==> config.mk <==
export PLATFORM = sky130hd
export DESIGN_NAME = apb_regs
export DESIGN_NICKNAME = d
export VERILOG_FILES = /design/src/source/ahb_pkg.sv /design/src/source/apb_regs.sv
export SDC_FILE = /design/constraint.sdc
export NUM_CORES = 1
export LEC_CHECK = 0
export ABC_AREA = 1
export ABC_CLOCK_PERIOD_IN_PS = 10900
export BUFFER_PORTS_ARGS = -buffer_cell sky130_fd_sc_hd__buf_4
export CORE_UTILIZATION = 55
export CTS_CLUSTER_SIZE = 14
export DETAILED_ROUTE_END_ITERATION = 7
export GPL_ROUTABILITY_DRIVEN = 0
export PLACE_DENSITY = 0.74
export SLEW_MARGIN = 20
export SYNTH_ARGS = -nofsm -noshare
export SYNTH_HDL_FRONTEND = slang
export SYNTH_SLANG_ARGS = --single-unit
==> constraint.sdc <==
create_clock -name clk -period 10.9 [get_ports clk]
set_input_delay 1.09 -clock clk [delete_from_list [all_inputs] [get_ports clk]]
set_output_delay 1.09 -clock clk [all_outputs]
set_load 0.02 [all_outputs]
==> src/source/ahb_pkg.sv <==
package ahb_pkg;

    // Bus word types
    typedef logic [31:0] addr_t;
    typedef logic [31:0] data_t;
    typedef logic [1:0]  htrans_t;

    typedef logic [7:0] sram_index_t;   // Address bits 9:2
    typedef logic [2:0] reg_index_t;    // Address bits 4:2

    localparam htrans_t trans_idle   = 2'b00;
    localparam htrans_t trans_nonseq = 2'b10;

    // Address map
    localparam addr_t sram_base    = 32'h0010_0000;
    localparam addr_t sram_limit   = 32'h0020_0000;
    localparam addr_t apb_base     = 32'h0020_0000;
    localparam addr_t apb_limit    = 32'h0100_0000;
    localparam addr_t apb_reg_span = 32'h0000_0020;

    typedef enum logic [1:0] {
        master_idle,
        master_request,
        master_address,
        master_data
    } master_state_t;

    typedef enum logic {
        cpu_priority,
        dma_priority
    } arb_state_t;

    typedef enum logic [1:0] {
        bridge_idle,
        bridge_setup,
        bridge_access
    } bridge_state_t;

endpackage
==> src/source/apb_regs.sv <==
module apb_regs import ahb_pkg::*; (
    input  logic  clk,
    input  logic  reset,
    input  addr_t paddr,
    input  logic  psel,
    input  logic  penable,
    input  logic  pwrite,
    input  data_t pwdata,
    output data_t prdata,
    output logic  pready,
    output logic  pslverr
);

    data_t      regs [8];
    reg_index_t index;
    logic       bad_offset;
    logic       waited;    // First access cycle has passed

    assign index      = paddr[4:2];
    assign bad_offset = (paddr >= apb_reg_span);

    always_ff @(posedge clk or posedge reset) begin
        if (reset) begin
            waited <= 1'b0;
            for (int i = 0; i < 8; i++) begin
                regs[i] <= '0;
            end
        end else begin
            waited <= psel && penable && !pready;
            if (pready && pwrite && !bad_offset) begin
                regs[index] <= pwdata;
            end
        end
    end

    assign pready  = psel && penable && waited;
    assign pslverr = pready && bad_offset;
    assign prdata  = (psel && !pwrite && !bad_offset) ? regs[index] : '0;

endmodule

### Word level (Yosys, flattened, before mapping)

Cells that the tools add are included.

* register bits after elaboration: 257
* output and inout bits: 34
* word-level logic and storage cells: 32
* memory bits (writable): 0
* bits of input ports: 69
* bits in latches: 0
* bits in read-only memories: 0
* memories: 0

* reduce and logical (&&, ||, !) cells: 12
* order comparisons: 3
* add/subtract/negate cells: 0
* $mul: 0
* bitwise gates (word level): 1
* shift operators: 0
* divide/modulo/power cells: 0
* equal/unequal tests: 0
* mux-type cells: 7

Operators with widths (count)
* 256-bit bitwise mux: 1
* 32-bit two-way mux: 4
* 32-bit binary-select mux with 3-bit select: 1
* 32-bit demux with 3-bit select: 1
* 32-bit by 6-bit >= comparator with 1-bit output (second input constant): 1
* 1-bit logical AND: 9
* 4-bit >= comparator (second input constant): 1
* 4-bit by 1-bit < comparator with 1-bit output (second input constant): 1
* 3-bit inverter with 4-bit output: 1
* 1-bit zero test: 3

### Longest topological paths before layout

* word-level depth: 6
* mapped depth: 10
* mapped depth without buffers: 9

### Worst setup path before layout

Ideal clock, no wire load.

* path type: input -> output
* start: input port paddr[13]
* end: output port prdata[10]
* buffers on the path: 2
* slack: 7.457 ns
* data required time: 9.810 ns
* cell stages on the path: 9
* data arrival time: 2.353 ns
* cells stage by stage: nor2_1 -> nand2_1 -> nor2_1 -> nand2_1 -> nor2_2 -> buf_6 -> nand3_1 -> clkbuf_1 -> nor2_1

* cells in the longest elaborated chain, start to end: 4

Ends and longest elaborated chain
* start, declared: line apb_regs.sv:4 `input addr_t paddr,`
* 32-bit by 6-bit >= comparator with 1-bit output: line apb_regs.sv:20 `assign bad_offset = (paddr >= apb_reg_span);`
* 1-bit zero test: line apb_regs.sv:38 `assign prdata = (psel && !pwrite && !bad_offset) ? regs[index] : '0;`
* 1-bit logical AND: line apb_regs.sv:38
* 32-bit two-way mux: line apb_regs.sv:38
* end, declared: line apb_regs.sv:9 `output data_t prdata,`

Every way passes these cells.

### Worst setup path after layout

* start: input port paddr[15]
* end: output port prdata[16]

The elaborated chain is that of the path after synthesis.

==> metrics.txt <==
GRT Overall Usage 35.3%; Worst Setup End Kind output port; Die H 152 um; pre-CTS WS 6100 ps; Rel. slew slack 22.4%; largest area contributor in the netlist dfrtp_1; DRT iter0 DRCs 1360; post-synthesis cell area 12300 um2; H-Tree Depth 1; initial cell density of the core 56.2%; Critical Path Max Stage Delay 880 ps; Worst Max-Slew Pin Slew 1160 ps; largest net degree at the start of global routing 198; Vias 11.6k; Final #Nets 1575; max frequency 0.209 GHz; Max VDD drop 0.119 mV; Clock Skew 7.70 ps; CTS Root Cell clkbuf_16; Core Footprint 21900 um2; Synth top area share 52.3%; antenna violations before repair 0; post-CTS sizing 0; Final Setup Violations 0; Primary FF master, synth dfrtp_1; total gr overflow 0; port buffer count 100; Synth Register Bits 257; Max Cap Violations 0; first-pass GRT wire length 61.8 mm; top-count cell post-synth nand2_1; Power Total 2.12 mW; Post-Syn Instances 1522; Synth top cells by count nand2_1, dfrtp_1, nand4_1; TritonCTS clock tree done; CP Max Fanout 70; status completed; Post-CTS Setup Inserts 0; met2 global-route usage 58.2%; most used routing layer met2; worst skew pair latency 540 ps; Cell variety after synth 19; crit share post-route 43.8%; vias in the first global route 11.1k; Ys Warns 0; global-route track usage on met1 48.0%; antenna-violating nets left 0; crit path DAT 3690 ps; total I/O pin count 103; Via-to-Cell Ratio 6.43; P per Cell Area 152 nW/um2; Post-synth EDFFs 0; CTS sink cnt 257; sequential fraction of the synthesis area 52.3%; die area 23000 um2; Layout area overhead 13.1%; cts bufs inserted 28; hpwl dp 18.3 mm; critical path cell sequence buf_4 -> nor2_1 -> nand2_1 -> nor2_1 -> nand2_1 -> nor2_4 -> buf_4 -> nand3_2 -> nor2_1 -> buf_4; Hold Path Class flop to flop; Worst Path Required 9810 ps; Syn Area/Cell 8.09 um2; Clock Pin Slew Worst Setup and Hold Paths 60 ps; setup ws final 6120 ps; static leakage 7.43 nW; Chip Width 152 um; Fill cells 1908; Post-route DRC 0; worst-case clock buffer depth 3; layout cells sized above 1 13.0%; final hold violation count 0; RSZ-0062 raised after global routing no; hold buffers post-CTS 0; First-pass DRT Iterations 5; setup TNS 0 ps; fin. max-slew vios 0; CP Launch Type primary input; CP max stage cell nand3_2; WL final 39.7 mm; asr flop ratio synth 100%; post-detailed-route wirelength per cell 22.0 um; diode count 0; largest cells by area after synthesis dfrtp_1, nand2_1, nand4_1, o22ai_1, nor2_1; Mapped Nets 1591; Setup Crit Path Kind primary input to output port; crit path time final 4780 ps; row cnt 54; M3 GR Usage 4.49%
worst max-delay path: cells and delay by family:
kind	cells	cell delay (ps)
buffers and inverters	3	880
and+or+nand+nor	7	1680
final timing paths:
kind,startpoint,end,slack [ps],cells past startpoint
worst max-delay path,paddr[15],prdata[16],6120,10
worst min-delay path,waited,waited,420,1
worst max register to register,waited,regs[147],7420,7
worst min register to register,waited,waited,420,1
max in group asynchronous,reset,regs[51],8680,3
min in group asynchronous,reset,regs[12],710,2
cell type report:
type / instances / area (um2) / area share [%]
timing repair buffer: 119 / 926 / 6.65
clock buffer: 38 / 830 / 5.96
tap: 280 / 350 / 2.52
clock inverter: 13 / 175 / 1.26
sequential: 257 / 6430 / 46.2
multi-input combinational: 1084 / 5140 / 36.9
inverter: 16 / 67.6 / 0.485
logic make-up (layout without fill, tap and decap cells):
logic type	count (synthesis)	in the layout	synth area share (%)
AO/OA/AOI/OAI	123	123	6.24
buffers and inverters	181	186	6.73
flip-flops	257	257	52.3
AND/OR/NAND/NOR	961	961	34.8
layer usage:
metal / routed length [um] / vias to the layer above
li1: - / 5196
met1: 15900 / 5655
met2: 18900 / 659
met3: 3800 / 109
met4: 1120 / 0
met5: 0 / -
state kept, by name, summed over array words and instances, names as in the netlist:
name and count:
regs 256, waited 1
placed cells by master, fill, tap and decap left out, types with 4 or more instances in the layout:
cell,n
nand2_1,561
nand4_1,257
dfrtp_1,257
nor2_1,121
o22ai_1,119
buf_4,117
clkbuf_16,29
nand3_2,17
inv_2,11
clkbuf_8,7
clkinv_2,5
inv_1,4
clkinvlp_4,4
bufinv_16,4
report_power, final:
| part | switching (mW) | total [mW] | internal [mW] |
|---|---|---|---|
| registers | 0.0000893 | 0.954 | 0.954 |
| clock network | 0.398 | 1.02 | 0.626 |
| logic | 0.105 | 0.144 | 0.0395 |
| total | 0.502 | 2.12 | 1.62 |
through the flow:
step                area (um2)  hold WS [ps]  utilization, %  instances
floorplan                12300           401               -       1522
detailed placement       12900           415            58.9       1755
finish                   13900           421            63.6       1807
CTS                      13900           423            63.5       1806
global route             13900           455            63.6       1807
global placement         12900           412            58.9       1755
Power figures use the tool's default switching activity.
