### src/source/ahb_pkg.sv
package ahb_pkg;

    // Bus word types
    typedef logic [31:0] addr_t;
    typedef logic [31:0] data_t;
    typedef logic [1:0]  htrans_t;

    typedef logic [7:0] sram_index_t;   // Address bits 9:2
    typedef logic [2:0] reg_index_t;    // Address bits 4:2

    localparam htrans_t trans_idle   = 2'b00;
    localparam htrans_t trans_nonseq = 2'b10;

    // Address map
    localparam addr_t sram_base    = 32'h0010_0000;
    localparam addr_t sram_limit   = 32'h0020_0000;
    localparam addr_t apb_base     = 32'h0020_0000;
    localparam addr_t apb_limit    = 32'h0100_0000;
    localparam addr_t apb_reg_span = 32'h0000_0020;

    typedef enum logic [1:0] {
        master_idle,
        master_request,
        master_address,
        master_data
    } master_state_t;

    typedef enum logic {
        cpu_priority,
        dma_priority
    } arb_state_t;

    typedef enum logic [1:0] {
        bridge_idle,
        bridge_setup,
        bridge_access
    } bridge_state_t;

endpackage
### src/source/ahb_apb_bridge.sv
module ahb_apb_bridge import ahb_pkg::*; (
    input  logic    clk,
    input  logic    reset,
    input  logic    hsel,
    input  addr_t   haddr,
    input  htrans_t htrans,
    input  logic    hwrite,
    input  data_t   hwdata,
    input  logic    hready,
    output data_t   hrdata,
    output logic    hreadyout,
    output logic    hresp,
    output addr_t   paddr,
    output logic    psel,
    output logic    penable,
    output logic    pwrite,
    output data_t   pwdata,
    input  data_t   prdata,
    input  logic    pready,
    input  logic    pslverr
);

    bridge_state_t state;
    data_t         wdata_q;
    logic          accept;
    logic          complete;

    assign accept   = hsel && (htrans == trans_nonseq) && hready;
    assign complete = (state == bridge_access) && pready;

    always_ff @(posedge clk or posedge reset) begin
        if (reset) begin
            state     <= bridge_idle;
            hreadyout <= 1'b1;
            hresp     <= 1'b0;
        end else begin
            case (state)
                bridge_idle: begin
                    hresp <= 1'b0;  // Response lasts one cycle
                    if (accept) begin
                        state     <= bridge_setup;
                        hreadyout <= 1'b0;
                    end
                end
                bridge_setup: state <= bridge_access;
                bridge_access: begin
                    if (pready) begin
                        state     <= bridge_idle;
                        hreadyout <= 1'b1;
                        hresp     <= pslverr;
                    end
                end
                default: state <= bridge_idle;
            endcase
        end
    end

    always_ff @(posedge clk) begin
        if (accept && state == bridge_idle) begin
            paddr  <= haddr - apb_base;  // Offset within the APB region
            pwrite <= hwrite;
        end
        // AHB write data arrives in the first data phase cycle
        if (state == bridge_setup) wdata_q <= hwdata;
        if (complete) hrdata <= prdata;
    end

    assign psel    = (state != bridge_idle);
    assign penable = (state == bridge_access);
    assign pwdata  = (state == bridge_setup) ? hwdata : wdata_q;

endmodule

### config.mk
export PLATFORM = sky130hd
export DESIGN_NAME = ahb_apb_bridge
export DESIGN_NICKNAME = d
export VERILOG_FILES = /design/src/source/ahb_pkg.sv /design/src/source/ahb_apb_bridge.sv
export SDC_FILE = /design/constraint.sdc
export NUM_CORES = 1
export LEC_CHECK = 0
export BUFFER_PORTS_ARGS = -buffer_cell sky130_fd_sc_hd__buf_2
export CAP_MARGIN = 20
export CELL_PAD_IN_SITES_DETAIL_PLACEMENT = 0
export CELL_PAD_IN_SITES_GLOBAL_PLACEMENT = 1
export CORE_ASPECT_RATIO = 1.2
export CORE_MARGIN = 1.5
export CORE_UTILIZATION = 30
export DETAILED_ROUTE_END_ITERATION = 8
export PLACE_DENSITY = 0.83
export SYNTH_ARGS = -nofsm -noshare
export SYNTH_HDL_FRONTEND = slang
export SYNTH_SLANG_ARGS = --single-unit
### constraint.sdc
create_clock -name clk -period 3.05 [get_ports clk]
set_input_delay 0 -clock clk [delete_from_list [all_inputs] [get_ports clk]]
set_output_delay 0 -clock clk [all_outputs]
set_load 0.01 [all_outputs]
# Word level (Yosys, flattened, before mapping)
# Cells that the tools add are included.
# classes
add_sub_neg	1
n_eq_ne	5
n_mux	9
reduce_logical	10
# op_table
operator	count
2-to-1 mux 32 bit	1
subtractor 32 x 22 -> 32 bit (second input constant)	1
case mux 2 bit (3 select lines)	1
equality test 2 bit (second input constant)	2
logical AND 1 bit	4
2-to-1 mux 2 bit	2
case mux 1 bit (2 select lines)	2
AND reduction 2 bit	2
nonzero test 2 bit	2
2-to-1 mux 1 bit	3
AND reduction 3 bit	1
equality test 2 x 1 -> 1 bit (second input constant)	1
zero test 2 bit	1
!= test 2 x 1 -> 1 bit (second input constant)	1
!= test 2 bit (second input constant)	1
# totals
ff_bits	101
inputBits	105
output_inout_bits	101
word_cells	32

# Depth between registers and ports, before layout
# Gate-level depths: netlist of the first run.
# logic_depth
word_depth	5
mapped_depth	5
ltp_nobuf	5

# Worst setup path after synthesis of the first run
# Ideal clock, no wire load.
# synth_path
kind	register to register
from	register state[0]
to	register paddr[0] (enable)
setup_ns	0.423
t_arrival_ns	2.156
required_ns	2.627
path_slack_ns	0.471
path_stages_with_launch	3
path_buffers	0
period_less_slack_ns	2.579
path_cell_list	dfrtp_1 or2_2 nor2_1
# synth_between
elab_chain_cells	2
# synth_lines
element	line	source
from (decl)	ahb_apb_bridge.sv:23	bridge_state_t state;
from (signal assigned)	ahb_apb_bridge.sv:33	state <= bridge_idle;
from (signal assigned)	ahb_apb_bridge.sv:41	state <= bridge_setup;
from (signal assigned)	ahb_apb_bridge.sv:45	bridge_setup: state <= bridge_access;
zero test 2 bit	ahb_apb_bridge.sv:59	if (accept && state == bridge_idle) begin
logical AND 1 bit	ahb_apb_bridge.sv:59	
to (signal assigned)	ahb_apb_bridge.sv:60	paddr <= haddr - apb_base;
to (decl)	ahb_apb_bridge.sv:13	output addr_t paddr,
# No other way between the ends.
# A chain may end at the register's enable or synchronous reset.

# Final worst setup path of the first run
# layout_path
from	register state[1]
to	output port pwdata[20]
# layout_between
elab_chain_cells	2
# layout_lines
element	line	source
equality test 2 x 1 -> 1 bit	ahb_apb_bridge.sv:70	assign pwdata = (state == bridge_setup) ? hwdata : wdata_q;
2-to-1 mux 32 bit	n/a	
to (decl)	ahb_apb_bridge.sv:17	output data_t pwdata,
# No other way between the ends.

==> results.md, run 1 <==
* Post-Syn Nets at 282
* Final hold violations at 0
* Rel. slew slack at 0.378
* FF/Latch Area at 2690 µm²
* Placed instance area at 4550 µm²
* Part of the Yosys area used for sequential elements at 0.802
* Slowest cell on crit path: nor2b_4
* Clk pin slew, worst setup/hold paths at 0.06 ns
* Critical Path End Type: primary output
* Post_cts resized at 0
* Worst VDD drop at 0.229 mV
* Top Ports at 206
* Top FF cell, synth: edfxtp_1
* Routed len/inst at 13.9 µm
* Tmin final at 2.08 ns
* Status: complete, no violations
* Critical path fanouts, max at 33
* Chip Width at 99.6 µm
* Core footprint at 11000 µm²
* Skew-Pair Late Insertion Delay at 0.34 ns
* Maximum clock rate at 0.482 GHz
* Die ar. at 11800 µm²
* Cell area after layout at 5800 µm²
* Max Cap Violations at 0
* Die height at 119 µm
* Setup tns final at 0 ns
* Async SR Flop Fraction at 0.0396
* Total power at 3.31 mW
* Final nets at 590
* Largest net degree at the start of global routing at 35
* Pre-antenna DRT Iters at 4
* Synth Register Bits at 101
* CP Cell Sequence: nor2b_4 -> mux2_2 -> buf_2
* CTS buffer count at 9
* Unrepaired setup endpoints after global routing: false
* Synthesis-to-layout area growth at 72.5%
* Share of cells above drive strength 1 at 0.538
* DPL Wire Length at 5620 µm
* Power Density at 572 nW/µm²
* Via/cell ratio at 4.20
* DR vias at 2606
* GPL Wtd Cong at 0.733
* Sink Count at 101
* Placed cells at 510
* Non-filler instance count after layout at 621
* H-tree Lvls at 3
* Fillers at 900
* Worst Hold Class: primary input to flop
* Critical Path RT at 3.05 ns
* Initial antenna violation count at 0
* CTS Root Cell: clkbuf_16
* Final Max Slew Viols at 0
* Drt initial violations at 56
* N_diodes at 0
* Post-CTS Setup Inserts at 0
* Worst slew pin tran at 0.931 ns
* CTS tree: built
* Port bufs at 205
* GRT Overall Usage at 0.143
* Synthesized area per cell at 19.1 µm²
* Cell Area, Synth at 3360 µm²
* Tcrit/Tclk final at 0.681
* Leakage at 2.55 nW
* Number of global-route vias before repair at 2609
* Worst clock skew at 0.0108 ns
* CP max stage delay at 0.73 ns
* DRT Wirelength at 8630 µm
* GR Overflow Total at 0
* Final Setup Violations at 0
* Synthesis Warnings at 0
* Initial core utilization at 0.306
* Critical path launch point type: flop
* Netlist cell types at 25
* Area of the multi-input gates at 638 µm²
* Antenna Nets Post-Route at 0
* Std cell rows at 42
* First-pass GRT wire length at 13000 µm
* Synthesized instance count at 176
* Number of synthesized flops with an enable pin at 65
* CTS Buffer Depth at 2
* CP arrival at 2.08 ns
* Kind of critical path: flop to primary output
* DR DRC count at 0
## worst max-delay path, delay by kind of cell, from the launching register on
kind                   cells  cell delay (ns)
buffers and inverters      1             0.14
and+or+nand+nor            1             0.73
DFF                        1             0.42
muxes                      1             0.44
## cells in the mapped netlist, types with 2 or more instances
| master | count | share of area |
|---|---|---|
| a21o_1 | 2 | 0.0045 |
| buf_2 | 4 | 0.0060 |
| dfrtp_1 | 3 | 0.022 |
| dfxtp_1 | 32 | 0.19 |
| edfxtp_1 | 65 | 0.58 |
| inv_1 | 6 | 0.0067 |
| mux2_2 | 32 | 0.11 |
| nand2_1 | 2 | 0.0022 |
| nor2_1 | 4 | 0.0045 |
| nor2b_1 | 2 | 0.0037 |
| nor3_2 | 2 | 0.0060 |
| o21ai_0 | 2 | 0.0030 |
| o31ai_1 | 2 | 0.0045 |
| or4_4 | 2 | 0.0067 |
| xor2_1 | 6 | 0.016 |
## path summary, 6_finish.rpt
kind | startpoint | to | slack, ns | depth (start not counted)
max in group asynchronous | reset | hreadyout | 2.69 | 3
max reg2reg | state[1] | paddr[5] | 1.15 | 2
min | haddr[30] | paddr[30] | 0.02 | 2
min in group asynchronous | reset | hresp | 0.13 | 3
max | state[1] | pwdata[20] | 0.97 | 3
min reg2reg | wdata_q[11] | wdata_q[11] | 0.47 | 1
## per-layer routing
| metal | GRT usage | vias up | part of all wire |
|---|---|---|---|
| li1 | - | 1265 | - |
| met1 | 0.148 | 1223 | 0.37 |
| met2 | 0.275 | 110 | 0.56 |
| met3 | 0.0346 | 8 | 0.051 |
| met4 | 0.0528 | 0 | 0.016 |
| met5 | 0 | - | 0 |
## per-stage QoR
stage	hold WS, ns	util	setup slack [ns]
3_3_place_gp	-0.0986	0.415	1.17
6_report	0.0169	0.528	0.974
3_5_place_dp	-0.0808	0.415	1.13
5_1_grt	0.0163	0.528	0.834
2_1_floorplan	-0.235	-	0.471
4_1_cts	0.0110	0.528	0.929
## where the power goes
group	switching [mW]	total, mW	internal [mW]
clock	0.478	1.11	0.636
combinational	0.249	0.565	0.315
sequential	0.0332	1.64	1.60
## what timing repair did
action | in CTS | in global routing
endpoints found under the hold margin | 98 | 0
setup endpoints to repair | 0 | 0
hold buffers | 95 | 0
## cell type report
cell class | instances | share of cell area
clock buffers | 10 | 0.0395
clock inverters | 6 | 0.0108
inverters | 6 | 0.00389
multi-input cells | 65 | 0.110
flip-flops and latches | 101 | 0.465
well taps | 132 | 0.0285
repair buffers | 301 | 0.342
## logic make-up after synthesis
| logic type | synth area share |
|---|---|
| simple gates | 0.0417 |
| mux | 0.107 |
| fa+ha+maj | 0.00372 |
| flops | 0.802 |
| xor+xnor | 0.0156 |
| buf+inv | 0.0127 |
| compound gates | 0.0171 |
## registers in the layout (all words and copies together), names as in the netlist
signal,count
hrdata,32
hreadyout,1
hresp,1
paddr,32
pwrite,1
state,2
wdata_q,32
## cell usage in the layout, fill, tap and decap left out, types with 2 or more instances in the layout
cell and count:
dfrtp_1 3, or4_4 2, clkbuf_16 9, dlygate4sd3_1 95, a21o_1 2, edfxtp_1 65
mux2_2 32, nor3_2 2, xor2_1 6, dfxtp_1 32, nor2_1 3, clkinv_2 2
buf_2 205, nand2_1 2, o31ai_1 2, inv_1 6, o21ai_0 2
No activity file was read; power rests on OpenSTA's default activity.
==> run 2: changes to the inputs <==
==> constraint.sdc (replaced) <==
create_clock -name clk -period 2.1 [get_ports clk]
set_input_delay 0 -clock clk [delete_from_list [all_inputs] [get_ports clk]]
set_output_delay 0 -clock clk [all_outputs]
set_load 0.01 [all_outputs]
==> results.md, run 2 (synthesis gave the netlist of run 1 again) <==
* Critical path launch point type: flop
* Skew-Pair Late Insertion Delay at 0.33 ns
* Status: complete, no violations
* Unrepaired setup endpoints after global routing: false
* Worst VDD drop at 0.455 mV
* Cell area after layout at 5760 µm²
* Max Cap Violations at 0
* Final Max Slew Viols at 0
* GPL Wtd Cong at 0.746
* Number of global-route vias before repair at 2759
* Clk pin slew, worst setup/hold paths at 0.06 ns
* CTS Root Cell: clkbuf_16
* N_diodes at 0
* Placed instance area at 4560 µm²
* First-pass GRT wire length at 13300 µm
* Worst Hold End: paddr[30]
* Commonest non-fill, non-tap cells in the layout: buf_2 (205), dlygate4sd3_1 (92), edfxtp_1 (65)
* Final nets at 589
* Std cell rows at 42
* Maximum clock rate at 0.557 GHz
* DR DRC count at 0
* CTS Buffer Depth at 2
* Pre-antenna DRT Iters at 4
* Rel. slew slack at 0.716
* GRT Overall Usage at 0.147
* Tmin final at 1.80 ns
* Worst hold slack at 0.0185 ns
* Worst clock skew at 0.00574 ns
* Detail Route met2 WL at 5010 µm
* Fillers at 876
* Synthesis-to-layout area growth at 71.3%
* Via/cell ratio at 4.26
* Drt initial violations at 66
* DPL Wire Length at 5640 µm
* Sink Count at 101
* Routed len/inst at 14.3 µm
* Setup tns final at 0 ns
* Hold Path Stages at 2
* Commonest non-fill, non-tap cell in the layout: buf_2
* DRT Wirelength at 8830 µm
* GR Overflow Total at 0
* Die ar. at 11800 µm²
* Final Setup Violations at 0
* Top Ports at 206
* Leakage at 2.54 nW
* RR Startpoint: state[0]
* Port bufs at 205
* Critical path fanouts, max at 33
* CTS buffer count at 9
* Met3 wire length at 563 µm
* DR vias at 2631
* Highest metal used: met4
* Initial antenna violation count at 0
* Chip Width at 99.6 µm
* RR Endpoint: paddr[19]
* Share of cells above drive strength 1 at 0.537
* Non-filler instance count after layout at 618
* Hold path start: haddr[30]
* R2r setup slk at 0.50 ns
* Critical Path RT at 2.10 ns
* H-tree Lvls at 3
* Worst Hold Class: primary input to flop
* Placed cells at 512
* R2R depth at 3
* Antenna Nets Post-Route at 0
* Core footprint at 11000 µm²
* Final hold violations at 0
* Critical Path End Type: primary output
* Biggest regs: hrdata (32), paddr (32), wdata_q (32)
* Worst slew pin tran at 0.426 ns
* Tcrit/Tclk final at 0.855
* Die height at 119 µm
* CP arrival at 1.80 ns
* Power Density at 823 nW/µm²
* CTS tree: built
* M1 WL at 3070 µm
* Largest net degree at the start of global routing at 34
* Kind of critical path: flop to primary output
* Initial core utilization at 0.306
[run 2: how the worst max path moves through the flow]
stage | startpoint | endpoint | slack [ns] | depth (start not counted)
floorplan | state[0] | paddr[0] | 0.07 | 2
global placement | state[0] | paddr[6] | 0.53 | 3
detailed placement | state[0] | paddr[6] | 0.49 | 3
CTS | state[1] | pwdata[10] | 0.28 | 4
global route | state[0] | pwdata[7] | 0.19 | 4
finish | state[1] | pwdata[18] | 0.30 | 4
[run 2: layer usage]
metal | vias to the layer above | GRT usage
met4 | 0 | 0.0599
met2 | 122 | 0.283
met1 | 1235 | 0.147
met3 | 12 | 0.0387
met5 | - | 0
li1 | 1262 | -
[run 2: repair_timing]
action	in CTS	in global routing
setup endpoints to repair	0	0
hold buffers	91	1
endpoints found under the hold margin	95	1
resized for setup	0	0
buffers inserted	0	0
[run 2: worst max-delay path, cell delays in order (launching register included)]
cell and delay, ns:
dfrtp_1 0.41, nor2b_2 0.12, buf_4 0.38, mux2_2 0.41, buf_2 0.14
[run 2: final cells by class]
class | instances | area (µm²) | share of cell area
Multi-Input combinational cell | 65 | 633 | 0.110
Timing Repair Buffer | 300 | 1970 | 0.342
Clock buffer | 11 | 233 | 0.0404
Tap cell | 132 | 165 | 0.0287
Inverter | 6 | 22.5 | 0.00391
Clock inverter | 3 | 38.8 | 0.00674
Sequential cell | 101 | 2690 | 0.468
[run 2: through the flow]
stage	power (mW)	setup slack, ns	util
floorplan	2.75	0.0655	-
global placement	3.07	0.528	0.415
detailed placement	3.10	0.489	0.415
CTS	4.79	0.276	0.523
global route	4.96	0.191	0.524
finish	4.74	0.303	0.524
[run 2: report_power, final]
group          internal [mW]  total (mW)  switching (mW)
clock network          0.905        1.54           0.636
registers               2.33        2.38          0.0514
logic                  0.455       0.815           0.361
==> run 3: changes to the inputs <==
==> constraint.sdc (replaced) <==
create_clock -name clk -period 2.1 [get_ports clk]
set_input_delay 0 -clock clk [delete_from_list [all_inputs] [get_ports clk]]
set_output_delay 0 -clock clk [all_outputs]
set_load 0.05 [all_outputs]
==> results.md, run 3 (synthesis gave the netlist of run 1 again) <==
* Status: complete, no violations
* Met1 Usage GRT at 0.143
* Antenna Nets Post-Route at 0
* Routed len/inst at 13.9 µm
* Commonest non-fill, non-tap cells in the layout: buf_2 (205), dlygate4sd3_1 (96), edfxtp_1 (65)
* Dpl ws at 0.534 ns
* Port bufs at 205
* DR DRC count at 0
* Die ar. at 11800 µm²
* Core Util, Final at 0.528
* Worst hold slack at 0.0188 ns
* Via/cell ratio at 4.26
* Non-filler instance count after layout at 623
* Routing usage on met3 at 0.0364
* Biggest regs: hrdata (32), paddr (32), wdata_q (32)
* Std cell rows at 42
* Pre-antenna DRT Iters at 4
* Max Cap Violations at 0
* Tcrit/Tclk final at 0.890
* Final hold violations at 0
* Chip Width at 99.6 µm
* Placed instance area at 4580 µm²
* Area of the multi-input gates at 637 µm²
* Sw power at 1.69 mW
* Placed cells at 512
* Critical Path RT at 2.10 ns
* Post-CTS Setup Inserts at 0
* Critical path fanouts, max at 33
* CTS Root Cell: clkbuf_16
* N_diodes at 0
* Number of global-route vias before repair at 2793
* Slowest cell on crit path: mux2_2
* GPL Wtd Cong at 0.757
* Final Setup Violations at 0
* PnR worst setup slack at 0.231 ns
* CP Cell Sequence: nor2b_2 -> buf_4 -> mux2_2 -> buf_2
* CP max stage delay at 0.40 ns
* GR peak layer: met2
* GR Overflow Total at 0
* Kind of critical path: flop to primary output
* CP bufs+invs at 2
* Share of cells above drive strength 1 at 0.538
* Worst clock skew at 0.00818 ns
* First-pass GRT wire length at 13200 µm
* Initial core utilization at 0.306
* DPL Wire Length at 5630 µm
* Initial antenna violation count at 0
* Setup tns final at 0 ns
* CTS tree: built
* CTS Buffer Depth at 2
* Final Max Slew Viols at 0
* Internal power at 3.58 mW
* FF/Latch Area at 2690 µm²
* GR Layer Usage met2 at 0.278
* Total power at 5.27 mW
* Worst VDD drop at 0.563 mV
* Clock power share at 0.275
* Drt initial violations at 76
* Fillers at 929
* Critical path launch point type: flop
* Sink Count at 101
* Worst slew pin tran at 0.418 ns
* Commonest non-fill, non-tap cell in the layout: buf_2
* CP arrival at 1.87 ns
* CTS buffer count at 9
* Top Ports at 206
* Die height at 119 µm
* CP top delay family: buffers and inverters
* Worst Hold Class: primary input to flop
* Rel. slew slack at 0.721
* Combinational fraction of design power at 0.274
* Tmin final at 1.87 ns
* Maximum clock rate at 0.535 GHz
* Sequential power share at 0.451
* DRT Wirelength at 8670 µm
* Core footprint at 11000 µm²
* GRT Overall Usage at 0.143
* DR vias at 2655
* Power Density at 909 nW/µm²
* Clk pin slew, worst setup/hold paths at 0.06 ns
* Synthesis-to-layout area growth at 72.6%
* Critical Path End Type: primary output
* Skew-Pair Late Insertion Delay at 0.33 ns
* Sw Share at 0.321
* H-tree Lvls at 3
* Cell area after layout at 5800 µm²
* Largest net degree at the start of global routing at 34
* Final nets at 593
* Unrepaired setup endpoints after global routing: false
* Leakage at 2.55 nW
==> run 3: cell type report <==
cell class	instances	area share
clock buffer	10	0.0395
timing repair buffer	304	0.349
tap	132	0.0285
clock inverter	5	0.00496
sequential	101	0.465
multi-input combinational	65	0.110
inverter	6	0.00388
==> run 3: worst paths after layout <==
path,cells after the start,to,start,slack [ns]
max,4,pwdata[24],state[0],0.23
min,2,paddr[30],haddr[30],0.02
max reg2reg,3,hrdata[6],state[1],0.59
min reg2reg,1,wdata_q[15],wdata_q[15],0.47
max in group asynchronous,3,hreadyout,reset,1.77
min in group asynchronous,3,state[1],reset,0.11
==> run 3: power groups by stage <==
stage               Sequential (mW)  Clock, mW  Combinational [mW]
floorplan                      2.51          0               0.878
global placement               2.41          0                1.28
detailed placement             2.42          0                1.30
CTS                            2.38       1.49                1.44
global route                   2.39       1.58                1.51
finish                         2.38       1.45                1.44
==> run 3: what timing repair did <==
item | in CTS | in global routing
endpoints found under the setup margin | 0 | 0
endpoints found under the hold margin | 98 | 0
hold buffers | 96 | 0
gates resized for setup | 0 | 0
==> run 3: worst reg2reg max path, delay by kind of cell (launching register included) <==
kind	cells	cell delay (ns)
flops	1	0.38
simple gates	2	0.43
buf+inv	1	0.36
==> run 3: layer usage <==
metal / routed length (µm) / up-vias
met5: 0 / -
met4: 142 / 0
met3: 523 / 9
met2: 4820 / 121
met1: 3190 / 1253
li1: - / 1272
