[config.mk]
export PLATFORM = sky130hd
export DESIGN_NAME = ahb_arbiter
export DESIGN_NICKNAME = d
export VERILOG_FILES = /design/src/source/ahb_pkg.sv /design/src/source/ahb_arbiter.sv
export SDC_FILE = /design/constraint.sdc
export NUM_CORES = 1
export LEC_CHECK = 0
export BUFFER_PORTS_ARGS = -buffer_cell sky130_fd_sc_hd__buf_2
export CAP_MARGIN = 20
export CORE_AREA = 2 2 39 41
export CTS_CLUSTER_SIZE = 8
export DETAILED_ROUTE_END_ITERATION = 10
export DIE_AREA = 0 0 41 43
export GPL_TIMING_DRIVEN = 1
export HOLD_SLACK_MARGIN = 0.15
export PLACE_DENSITY = 0.3
export SLEW_MARGIN = 25
export SYNTH_ARGS = -nofsm -noshare
export SYNTH_HDL_FRONTEND = slang
export SYNTH_SLANG_ARGS = --single-unit
[constraint.sdc]
create_clock -name clk -period 2.2 [get_ports clk]
set_input_delay 0.22 -clock clk [delete_from_list [all_inputs] [get_ports clk]]
set_output_delay 0.22 -clock clk [all_outputs]
set_load 0.01 [all_outputs]
[src/source/ahb_pkg.sv]
package ahb_pkg;

    // Bus word types
    typedef logic [31:0] addr_t;
    typedef logic [31:0] data_t;
    typedef logic [1:0]  htrans_t;

    typedef logic [7:0] sram_index_t;   // Address bits 9:2
    typedef logic [2:0] reg_index_t;    // Address bits 4:2

    localparam htrans_t trans_idle   = 2'b00;
    localparam htrans_t trans_nonseq = 2'b10;

    // Address map
    localparam addr_t sram_base    = 32'h0010_0000;
    localparam addr_t sram_limit   = 32'h0020_0000;
    localparam addr_t apb_base     = 32'h0020_0000;
    localparam addr_t apb_limit    = 32'h0100_0000;
    localparam addr_t apb_reg_span = 32'h0000_0020;

    typedef enum logic [1:0] {
        master_idle,
        master_request,
        master_address,
        master_data
    } master_state_t;

    typedef enum logic {
        cpu_priority,
        dma_priority
    } arb_state_t;

    typedef enum logic [1:0] {
        bridge_idle,
        bridge_setup,
        bridge_access
    } bridge_state_t;

endpackage
[src/source/ahb_arbiter.sv]
module ahb_arbiter import ahb_pkg::*; (
    input  logic clk,
    input  logic reset,
    input  logic cpu_req,
    input  logic dma_req,
    output logic cpu_grant,
    output logic dma_grant
);

    arb_state_t turn;
    logic       owner_holds;

    // Grant stays put while its owner still requests
    assign owner_holds = (cpu_grant && cpu_req) || (dma_grant && dma_req);

    always_ff @(posedge clk or posedge reset) begin
        if (reset) begin
            turn      <= cpu_priority;
            cpu_grant <= 1'b0;
            dma_grant <= 1'b0;
        end else if (!owner_holds) begin
            cpu_grant <= 1'b0;
            dma_grant <= 1'b0;
            if (cpu_req && (turn == cpu_priority || !dma_req)) begin
                cpu_grant <= 1'b1;
                turn      <= dma_priority;  // DMA goes first next time
            end else if (dma_req) begin
                dma_grant <= 1'b1;
                turn      <= cpu_priority;
            end
        end
    end

endmodule

Yosys cells after proc, flatten, opt, wreduce, memory -nomap -nowiden. Cells that the tools add are included.

Magnitude comparators: 0. Add/sub/neg operators: 0. Bitwise gates (word level): 2. Reductions and logical operators: 8. Equality and inequality tests: 0. Multipliers: 0. Multiplexer cells: 5. Div/mod/pow operators: 0. Shift operators: 0.

Operator list (number): 1-bit two-way mux (5); 1-bit logical AND (3); 1-bit logical OR (2); 1-bit NOT (2); 2-bit AND reduction (1); 2-bit nonzero test (1); 1-bit logical NOT (1).

Bits in latches: 0. Input bits: 4. Bits in read-only memories: 0. Register bits: 3. Memories: 0. Memory bits (writable): 0.

Longest topological paths before layout. Gate-level depths: netlist of run 1.

Depth in word-level cells: 5. Gate-level depth with buffers: 3. Mapped depth without buffers: 3.

Worst setup path before layout of run 1. OpenSTA, ideal clock, no wires.

Kind: reg-to-reg. Start: register cpu_grant. End: register dma_grant. Setup time: 0.082 ns. Setup slack: 1.395 ns. Stages on the path, launching flop included: 3. Arrival: 0.723 ns. Period minus slack after synthesis: 0.805 ns. Required time: 2.118 ns. Cell sequence: dfrtp_1 > nand2b_1 > a31oi_1.

Word-level cells in the longest chain between the ends: 2.

Ends and longest elaborated chain: start: declaration (line ahb_arbiter.sv:6) `output logic cpu_grant,`; start signal: assignment (line ahb_arbiter.sv:19) `cpu_grant <= 1'b0;`; start signal: assignment (line ahb_arbiter.sv:22) `cpu_grant <= 1'b0;`; start signal: assignment (line ahb_arbiter.sv:25) `cpu_grant <= 1'b1;`; 1-bit logical AND (line ahb_arbiter.sv:14) `assign owner_holds = (cpu_grant && cpu_req) || (dma_grant && dma_req);`; 1-bit logical OR (line ahb_arbiter.sv:14); end signal: assignment (line ahb_arbiter.sv:20) `dma_grant <= 1'b0;`; end signal: assignment (line ahb_arbiter.sv:23) `dma_grant <= 1'b0;`; end signal: assignment (line ahb_arbiter.sv:28) `dma_grant <= 1'b1;`; end: declaration (line ahb_arbiter.sv:7) `output logic dma_grant`.

Every way passes these cells. A chain may end at the register's enable or synchronous reset.

Worst setup path in the final report of run 1.
Start: register cpu_grant. End: output cpu_grant.

No word-level cell between the ends.

==> results, run 1 <==
- The floorplan die area is 1760 µm².
- The number of clock buffers inserted by TritonCTS is 3.
- In this run the worst hold path is classified as primary input to register.
- The register bit count reported by yosys is 3.
- The leakage power summed over all cells is 0.109 nW.
- The clock network latency to the later pin of the worst-skew pair is 230 ps.
- The met1 usage in global routing is 4.19%.
- TritonCTS built the clock tree.
- Dividing the detail-routed via count by the number of cells gives 3.57.
- In this run the critical register-to-register path is launched from cpu_grant$_DFFE_PP0N_.
- The tightest hold path in the finished design has a slack of 255 ps.
- Counting tap cells, the placed design contains a total of 39 instances.
- The pre-CTS worst setup slack is 1350 ps.
- The sequential area share after synthesis is 50.8%.
- At the pin with the least slew margin, the transition time is 171 ps.
- The time the worst path needs with I/O delays and setup is 1030 ps.
- After the first detailed-routing iteration, the DRC count stood at 1.
- After synthesis, the mean cell area works out to 8.20 µm².
- Traced cell by cell, the critical path runs through buf_2.
- Sorting the synthesized cells by area gives the leading types as dfrtp_1, inv_1, a21oi_1.
- The number of global-route vias before repair is 169.
- The number of vias in the routed layout is 157.
- The distinct cell type count of the synthesized netlist is 11.
- The count of buffers inserted at the top-level ports is 5.
- The floorplan die height is 43 µm.
- After detailed routing, the number of remaining DRC violations is 0.
- The net count of the finished layout is 33.
- The largest fanout on the critical path is 6.
- The net switching component of the power is 62.2 µW.
- The weighted congestion at the end of routability-driven global placement is 0.732.
- The internal portion of the total power is 155 µW.
- The routing layer with the top usage in global route is met2.
- In this run, the combinational gates consume 18.6% of the power.
- The post-CTS setup repair buffer count is 0.
- The total negative slack for setup checks is 0 ps.
- The max-cap check violation count is 0.
- The clock sink total is 3.
- The wire-length estimate of the detail-placed layout is 254 µm.
- The share of Yosys cell area claimed by the top area cell type is 50.8%.
- The library cell contributing the largest single delay on the critical path is dfrtp_1.
- Setup repair after global routing left no endpoint under its margin.
- The cell area after synthesis is 148 µm².
- The number of endpoints failing setup at the final stage is 0.
- Of the total power, registers draw 37.4%.
- For this run, the number of Yosys warnings is 0.
- The number of hold violations in the final report is 0.
- Once the floorplan was initialized, standard cells occupied 10.7% of the core.
- The top cell types in the final layout, fill and taps aside, are buf_2, inv_1, clkbuf_4, dfrtp_1.
- Together, buffers and inverters on the worst path number 1.
- The growth of design area from synthesis to finish is 55.1%.
- On the final layout, the worst clock skew is 1.26 ps.
- The fraction of layout instances using a drive strength above 1 is 28.6%.
- The count of final max-slew check failures is 0.
- STA classifies the critical path startpoint as a register.
- The final antenna-violating net count is 0.
- In this run the tightest slew margin relative to its limit is 88.5%.
- For this run, global-route usage on met3 was measured as 1.57%.
- The first-pass GRT wire length is 641 µm.
- Dividing the detail-routed wire length by the instance count gives 8.14 µm.
- Global routing used 5.83% of the available tracks across all layers.
- The root buffer cell chosen for the clock tree is clkbuf_4.
- For the worst setup path, the data arrival time is 810 ps.
- Clock-pin slew was measured on the worst setup and hold paths at 40 ps.
- The synthesized design spends more area on one cell type than any other, namely dfrtp_1.
- By startpoint and endpoint, the worst setup path is classified as register to output port.
- Counting every instance in the synthesized netlist gives 18.
- The gate family responsible for the most delay along the worst path is flip-flops.
- The die width is 41 µm.
- The number of search-and-repair iterations in the first detailed-routing pass is 2.
- The highest achievable clock rate is 975 MHz.
- The maximum VDD drop is 0.265 mV.
- In the final layout, the multi-input gates occupy 61.3 µm².
- The stage delay of the slowest cell on the critical path is 420 ps.
- The routed wire length is 358 µm.
- The worst setup path startpoint is cpu_grant$_DFFE_PP0N_.
- The number of core rows is 14.
- The library cell used most frequently in the layout, excluding fill and tap cells, is buf_2.
- The longest clock path from root to sink contains 2 buffers.
- The total inserted antenna cells is 0.
- The initial antenna violation count was 0.
- Entering global routing, the biggest net connects 7 pins.
- Once placement finished, the instance area stood at 193 µm².
- Measured on the finished design, the core utilization comes to 16.5%.
- In the finished design, the share of the clock period the worst path needs comes to 46.6%.
- The switching fraction of total power is 28.7%.
- The clock network burns 44.0% of the power.
- The worst setup path is captured at an output port.
- The met2 capacity usage during global routing is 10.3%.
- After global routing the overflow that remains totals 0.
- Across the whole layout, storage elements account for 75.1 µm².
- The final worst-path setup slack is 1170 ps.
- The post-route cell area is 229 µm².
- 6 I/O pins were placed.
- The source of the worst hold timing path is cpu_req.
- The power per unit of standard cell area is 947 nW/µm².
- The run finished with clean final reports.
- After filler insertion, the fill cell instance count of the layout stands at 164.
- The core region is 1380 µm².
- The worst path required time is 1980 ps.
- CTS built an H-tree with a depth of 1.
- The number of nets in the synthesized netlist is 22.
- The count of placed standard cells in the final layout, fillers left out is 44.
- The design draws 217 µW.
-- power groups by stage --
stage / clock, mW / combinational (mW) / sequential, mW
6_report: 0.0953 / 0.0404 / 0.0811
5_1_grt: 0.103 / 0.0464 / 0.0833
4_1_cts: 0.0982 / 0.0420 / 0.0812
3_5_place_dp: 0 / 0.0386 / 0.0819
3_3_place_gp: 0 / 0.0384 / 0.0828
2_1_floorplan: 0 / 0.0220 / 0.0823
-- registers in the layout (all words and copies together), names as in the netlist --
register,flops
turn,1
dma_grant,1
cpu_grant,1
-- path summary, 6_finish.rpt --
| kind | to | slack, ps | depth (start not counted) |
|---|---|---|---|
| hold / removal | dma_grant$_DFFE_PP0N_ | 250 | 2 |
| min in group asynchronous | turn$_DFFE_PP0P_ | 390 | 3 |
| hold reg to reg | turn$_DFFE_PP0P_ | 570 | 2 |
| max in group asynchronous | cpu_grant$_DFFE_PP0N_ | 1680 | 3 |
| setup reg to reg | dma_grant$_DFFE_PP0N_ | 1330 | 2 |
| setup / recovery | cpu_grant | 1170 | 1 |
-- logic make-up after synthesis --
logic type / count (synthesis) / share of synthesized area (%)
simple gates: 7 / 23.7
compound gates: 5 / 17.8
flops: 3 / 50.8
buf+inv: 3 / 7.63
-- cells in the mapped netlist, drive strengths merged --
cell type  count
a21oi          2
a31oi          1
dfrtp          3
inv            3
nand2b         1
nand3          2
nor2           2
nor2b          1
nor3           1
o21ai          2
-- timing repair --
item / in CTS / in global routing
endpoints found under the hold margin: 3 / 0
gates resized for setup: 0 / 0
hold buffers: 1 / 0
-- layer usage --
metal / share of wire (%) / wire, µm
met4: 0 / 0
met5: 0 / 0
met2: 68 / 245
met3: 1.1 / 4
met1: 30 / 109
-- cell type report --
type                    count  area share [%]
well taps                  16            8.74
repair buffers              6            15.3
inverters                   3            4.92
flip-flops and latches      3            32.8
clock buffers               4            11.5
multi-input cells          12            26.8
(Power assumes the default switching activity.)
==> inputs of run 2 (changes only) <==
clock period = 0.9 ns   (was 2.2 ns; I/O delays follow)
==> results, run 2 (synthesis gave the netlist of run 1 again) <==
- In the final layout, the registers with the most flip-flops are cpu_grant (1), dma_grant (1), turn (1).
- The count of buffering cells on the critical path with inverters included is 1 (unchanged).
- The first-pass GRT wire length is 669 µm (+4.4%).
- The number of core rows is 14 (unchanged).
- The pre-CTS worst setup slack came to 60.4 ps (-1290 ps).
- The worst hold margin is 163 ps (-91.6 ps).
- The initial antenna violation count is 0 (unchanged).
- The count of placed standard cells in the final layout, fillers left out is 46 (+4.5%).
- The normalized max-slew margin was 90.1% (+1.6 points).
- The maximum number of pins on one net before global-route repair is 7 (unchanged).
- The post-place instance area is 193 µm² (unchanged).
- The maximum clock insertion buffer count is 2 (unchanged).
- The core area is 1380 µm² (unchanged).
- The DRC marker count from the first detailed-route iteration is 7 (+6).
- The worst setup path is captured at an output port.
- The library cell contributing the largest single delay on the critical path is dfrtp_2.
- The count of buffers inserted at the top-level ports is 5 (unchanged).
- The die width is 41 µm (unchanged).
- The library cell used most frequently in the layout, excluding fill and tap cells, is buf_2.
- The total inserted antenna cells came to 0 (unchanged).
- The relative contribution of combinational cells to total power came to 22.2% (+3.6 points).
- The HPWL after detailed placement is 251 µm (-1.2%).
- The mean number of vias per cell is 3.43 (-3.7%).
- The type of the worst min-delay path is primary input to register.
- The weighted congestion at the end of routability-driven global placement is 0.732 (about the same).
- The net count of the finished layout is 35 (+6.1%).
- The number of hold violations in the final report was 0 (unchanged).
- The fraction of layout instances using a drive strength above 1 came to 40.0% (+11 points).
- The maximum VDD drop was 0.875 mV (+230%).
- The total I/O pin count is 6 (unchanged).
- The switching fraction of total power is 30.0% (+1.3 points).
- The gate family responsible for the most delay along the worst path is flip-flops.
- The net switching component of the power was 175 µW (+180%).
- The largest fanout on the critical path is 6 (unchanged).
- The clock tree root buffer cell is clkbuf_4.
- The kind of start point of the critical path is a register.
- The number of endpoints failing setup at the final stage came to 0 (unchanged).
- The category of the critical setup timing path is register to output port.
- The post-CTS setup repair buffer count is 0 (unchanged).
- The leakage power summed over all cells is 0.124 nW (+14%).
- The aggregate global-route resource usage came to 6.44% (+0.61 points).
- The number of clock buffers inserted by TritonCTS came to 3 (unchanged).
- The count of final max-slew check failures came to 0 (unchanged).
- The max-cap check violation count is 0 (unchanged).
- The leftover overflow at the end of global routing came to 0 (unchanged).
- The clock transition at the registers of the reported paths is 40 ps (about the same).
- The run finished with clean final reports.
- TritonCTS built the clock tree.
- The worst path required time was 810 ps (-1170 ps).
- The power per unit of standard cell area is 2160 nW/µm² (+130%).
- The relative contribution of the clock network to total power is 41.2% (-2.8 points).
- After layout, the worst path uses 98.6% of the clock period.
- Setup repair after global routing could not meet its margin everywhere.
- The DRC violation count after routing is 0 (unchanged).
- The internal power was 410 µW (+170%).
- The number of vias in the routed layout is 158 (+0.64%).
- Walking the worst path, the cells encountered are buf_6.
- The number of global-route vias before repair is 168 (-0.59%).
- The number of search-and-repair iterations in the first detailed-routing pass is 4 (+2).
- The stage delay of the slowest cell on the critical path is 430 ps (about the same).
- The clock tree skew after final layout is 3.40 ps (+2.14 ps).
- The floorplan die height is 43 µm (unchanged).
- The cell count after placement is 39 (unchanged).
- The time the worst path needs with I/O delays and setup is 887 ps.
- The routed wire length is 374 µm (+4.5%).
- The post-route cell area came to 272 µm² (+19%).
- The H-tree level count is 1 (unchanged).
- The initial cell density of the core is 10.7% (unchanged).
- The final antenna-violating net count was 0 (unchanged).
- The clock sink total is 3 (unchanged).
- The average wire per cell in the routed design is 8.13 µm (about the same).
- The library cells used most frequently in the layout, excluding fill and tap cells, are buf_2, inv_1, clkbuf_4, dlygate4sd3_1.
- The measured slew at the worst slew-check pin is 147 ps (-24.0 ps).
- The data arrival time at the worst-slack endpoint came to 800 ps (about the same).
- The floorplan die area came to 1760 µm² (unchanged).
- The clock network latency to the later pin of the worst-skew pair is 240 ps (about the same).
- The fraction of power consumed by sequential logic is 36.6% (-0.8 points).
- The final worst-path setup slack came to 12.6 ps (-1160 ps).
- Relative to the synthesized area, the layout overhead comes to 83.9%.
- Derived from the worst setup path, the maximum achievable clock frequency is 1130 MHz.
run 2: cell count changes in the layout (fill, tap and decap cells not counted), sizes merged:
cell	change
dlygate4sd3	+2
run 2: final timing paths:
kind                                            start                     to  slack, ps  cells after the start
worst max register to register  cpu_grant$_DFFE_PP0N_  dma_grant$_DFFE_PP0N_         60                      2
worst min-delay path                          cpu_req  cpu_grant$_DFFE_PP0N_        160                      3
worst max-delay path            cpu_grant$_DFFE_PP0N_              cpu_grant         10                      1
worst min register to register  dma_grant$_DFFE_PP0N_       turn$_DFFE_PP0P_        590                      2
max in group asynchronous                       reset  cpu_grant$_DFFE_PP0N_        500                      3
min in group asynchronous                       reset       turn$_DFFE_PP0P_        260                      3
run 2: power by group through the flow:
stage	sequential [mW]	combinational, mW	clock, mW
2_1_floorplan	0.201	0.0537	0
3_3_place_gp	0.202	0.0938	0
3_5_place_dp	0.201	0.0931	0
4_1_cts	0.200	0.104	0.254
5_1_grt	0.223	0.147	0.273
6_report	0.215	0.130	0.241
run 2: area by class of cell:
type                       instances  area, µm²
fill                             159       1110
sequential                         3       77.6
multi-input combinational         12       75.1
timing repair buffer               8       61.3
clock buffer                       4       26.3
tap                               16       20.0
inverter                           3       11.3
run 2: what timing repair did:
item,4_1_cts,5_1_grt
resized for setup,0,5
endpoints found under the setup margin,1,3
pin swaps,0,1
hold buffers,3,0
hold endpoints to repair,5,0
run 2: routing by layer:
metal / global-route usage [%] / routed length [µm] / up-vias
li1: - / - / 83
met1: 6.80 / 127 / 72
met2: 7.81 / 218 / 3
met3: 6.28 / 28 / 0
met4: 4.00 / 0 / 0
met5: 0 / 0 / -
run 2: worst min-delay path, stage by stage:
cell and delay [ps]:
buf_2 120, a21oi_1 50, nor2_1 100
run 2: metrics by stage:
stage                     total power, mW  setup TNS [ps]  util (%)
after global routing                0.643           -63.2      19.6
final                               0.585               0      19.6
after CTS                           0.558           -13.9      18.0
after floorplan                     0.255               0         -
after global placement              0.296               0      13.9
after detailed placement            0.294               0      13.9
==> inputs of run 3 (changes only) <==
GPL_TIMING_DRIVEN = 0   (was 1)
==> results, run 3 (synthesis gave the netlist of run 1 again) <==
- The measured slew at the worst slew-check pin is 162 ps (+15.2 ps).
- In the layout the commonest cells are dlygate4sd3_1, buf_2, inv_1, clkbuf_4.
- The data arrival time at the worst-slack endpoint is 800 ps (about the same).
- The final antenna-violating net count is 0 (unchanged).
- The post-route cell area is 289 µm² (+6.5%).
- The average wire per cell in the routed design was 8.86 µm (+8.9%).
- The clock sink total is 3 (unchanged).
- The maximum VDD drop came to 0.799 mV (-8.6%).
- The number of hold violations in the final report was 0 (unchanged).
- The run finished with clean final reports.
- The clock tree root buffer cell is clkbuf_4.
- The category of the critical setup timing path is register to output port.
- The worst register-to-register path ends at cpu_grant$_DFFE_PP0N_.
- The number of search-and-repair iterations in the first detailed-routing pass came to 1 (-3).
- The floorplan die area is 1760 µm² (unchanged).
- The clock transition at the registers of the reported paths is 40 ps (about the same).
- The number of vias in the routed layout is 170 (+7.6%).
- The DRC violation count after routing is 0 (unchanged).
- The DRC marker count from the first detailed-route iteration was 0 (-7).
- The net count of the finished layout is 38 (+8.6%).
- The largest registers in the layout are cpu_grant (1), dma_grant (1), turn (1).
- The post-place instance area came to 193 µm² (unchanged).
- The maximum clock insertion buffer count is 2 (unchanged).
- The type of the worst min-delay path is primary input to register.
- The number of core rows is 14 (unchanged).
- The kind of cell with the highest combined delay along the critical path is flip-flops.
- The core area is 1380 µm² (unchanged).
- The length in cells of the worst reg-to-reg path was 3 (+1).
- The leakage power summed over all cells is 0.134 nW (+7.7%).
- The largest fanout on the critical path was 6 (unchanged).
- The count of buffers inserted at the top-level ports came to 5 (unchanged).
- The max-cap check violation count is 0 (unchanged).
- The routed wire length is 434 µm (+16%).
- The clock tree skew after final layout is 1.87 ps (-1.53 ps).
- The initial antenna violation count is 0 (unchanged).
- The endpoint of the worst hold-timing path is dma_grant$_DFFE_PP0N_.
- In this run the most critical hold path is launched from dma_req.
- The clock network latency to the later pin of the worst-skew pair is 240 ps (about the same).
- The signal on the critical path passes through buf_6.
- The kind of start point of the critical path is a register.
- The die width is 41 µm (unchanged).
- The hold-critical path depth is 3 (unchanged).
- The fill cell total of the finished layout is 163 (+2.5%).
- The mean number of vias per cell is 3.47 (+1.0%).
- The H-tree level count came to 1 (unchanged).
- The final critical-path share of the clock period came to 99.1% (+0.52 points).
- The count of buffering cells on the critical path with inverters included came to 1 (unchanged).
- The library cell contributing the largest single delay on the critical path is dfrtp_2.
- The number of clock buffers inserted by TritonCTS came to 3 (unchanged).
- The maximum number of pins on one net before global-route repair was 7 (unchanged).
- STA classifies the critical path endpoint as an output port.
- The first-pass GRT wire length is 703 µm (+5.1%).
- The power per unit of standard cell area came to 2050 nW/µm² (-5.0%).
- The HPWL after detailed placement is 267 µm (+6.3%).
- The floorplan die height is 43 µm (unchanged).
- The total I/O pin count is 6 (unchanged).
- The count of final max-slew check failures is 0 (unchanged).
- The growth of design area from synthesis to finish is 95.8%.
- The worst path required time came to 810 ps (about the same).
- The fraction of layout instances using a drive strength above 1 is 36.4% (-3.6 points).
- The normalized max-slew margin was 89.1% (-1.0 points).
- The leftover overflow at the end of global routing was 0 (unchanged).
- The aggregate global-route resource usage is 6.73% (+0.30 points).
- The critical path depth in cells is 1 (unchanged).
- The startpoint of the worst register-to-register path is dma_grant$_DFFE_PP0N_.
- TritonCTS built the clock tree.
- The initial cell density of the core is 10.7% (unchanged).
- The highest achievable clock rate came to 1120 MHz (-0.53%).
- The total inserted antenna cells is 0 (unchanged).
- The number of endpoints failing setup at the final stage is 0 (unchanged).
- The total negative slack for setup checks is 0 ps (unchanged).
- The weighted congestion at the end of routability-driven global placement came to 0.699 (-4.5%).
- The stage delay of the slowest cell on the critical path is 430 ps (about the same).
- The number of global-route vias before repair is 162 (-3.6%).
- The time the worst path needs with I/O delays and setup is 892 ps (+4.72 ps).
- Setup repair after global routing could not meet its margin everywhere.
- The reg-to-reg setup timing slack was 50 ps (about the same).
[run 3: changes by cell type in the layout (fill, tap and decap cells not counted), sizes merged]
cell,delta
dlygate4sd3,+1
buf,+2
[run 3: per-stage QoR]
stage / util, % / setup WS (ps) / std cells / hold WS, ps / power [mW]
floorplan: - / 94.9 / 18 / -156 / 0.255
global placement: 13.9 / 54.9 / 39 / -40.9 / 0.296
detailed placement: 13.9 / 67.3 / 39 / -43.9 / 0.299
CTS: 18.7 / -7.33 / 47 / 154 / 0.566
global route: 20.9 / -21.5 / 49 / 179 / 0.646
finish: 20.9 / 7.86 / 49 / 153 / 0.592
[run 3: cell type report]
type                    instances  area (µm²)  area share, %
inverters                       3        11.3           3.90
multi-input cells              12        65.1           22.5
flip-flops and latches          3        76.3           26.4
repair buffers                 11        90.1           31.2
clock buffers                   4        26.3           9.09
well taps                      16        20.0           6.93
[run 3: report_power, final]
group | internal, mW | total (mW) | switching (mW) | leakage (nW)
Sequential | 0.167 | 0.203 | 0.0361 | 0.0332
Combinational | 0.0845 | 0.146 | 0.0615 | 0.0855
Clock | 0.167 | 0.243 | 0.0766 | 0.0150
[run 3: timing repair]
action	4_1_cts	5_1_grt
resized for setup	0	4
hold buffers	4	0
cloned	0	0
setup endpoints to repair	2	3
hold endpoints to repair	5	0
pin swaps	0	0
buffers inserted	0	2
[run 3: layer usage]
layer | track usage [%] | wire length [µm] | vias to the layer above
li1 | - | - | 89
met1 | 6.77 | 164 | 75
met2 | 8.75 | 242 | 6
met3 | 6.28 | 28 | 0
met4 | 4.00 | 0 | 0
met5 | 0 | 0 | -
[run 3: worst max-delay path by stage]
stage                               start                     to
global placement    cpu_grant$_DFFE_PP0N_  dma_grant$_DFFE_PP0N_
finish              cpu_grant$_DFFE_PP0N_              cpu_grant
floorplan           cpu_grant$_DFFE_PP0N_  dma_grant$_DFFE_PP0N_
detailed placement  cpu_grant$_DFFE_PP0N_  dma_grant$_DFFE_PP0N_
CTS                 dma_grant$_DFFE_PP0N_              dma_grant
global route        cpu_grant$_DFFE_PP0N_              cpu_grant
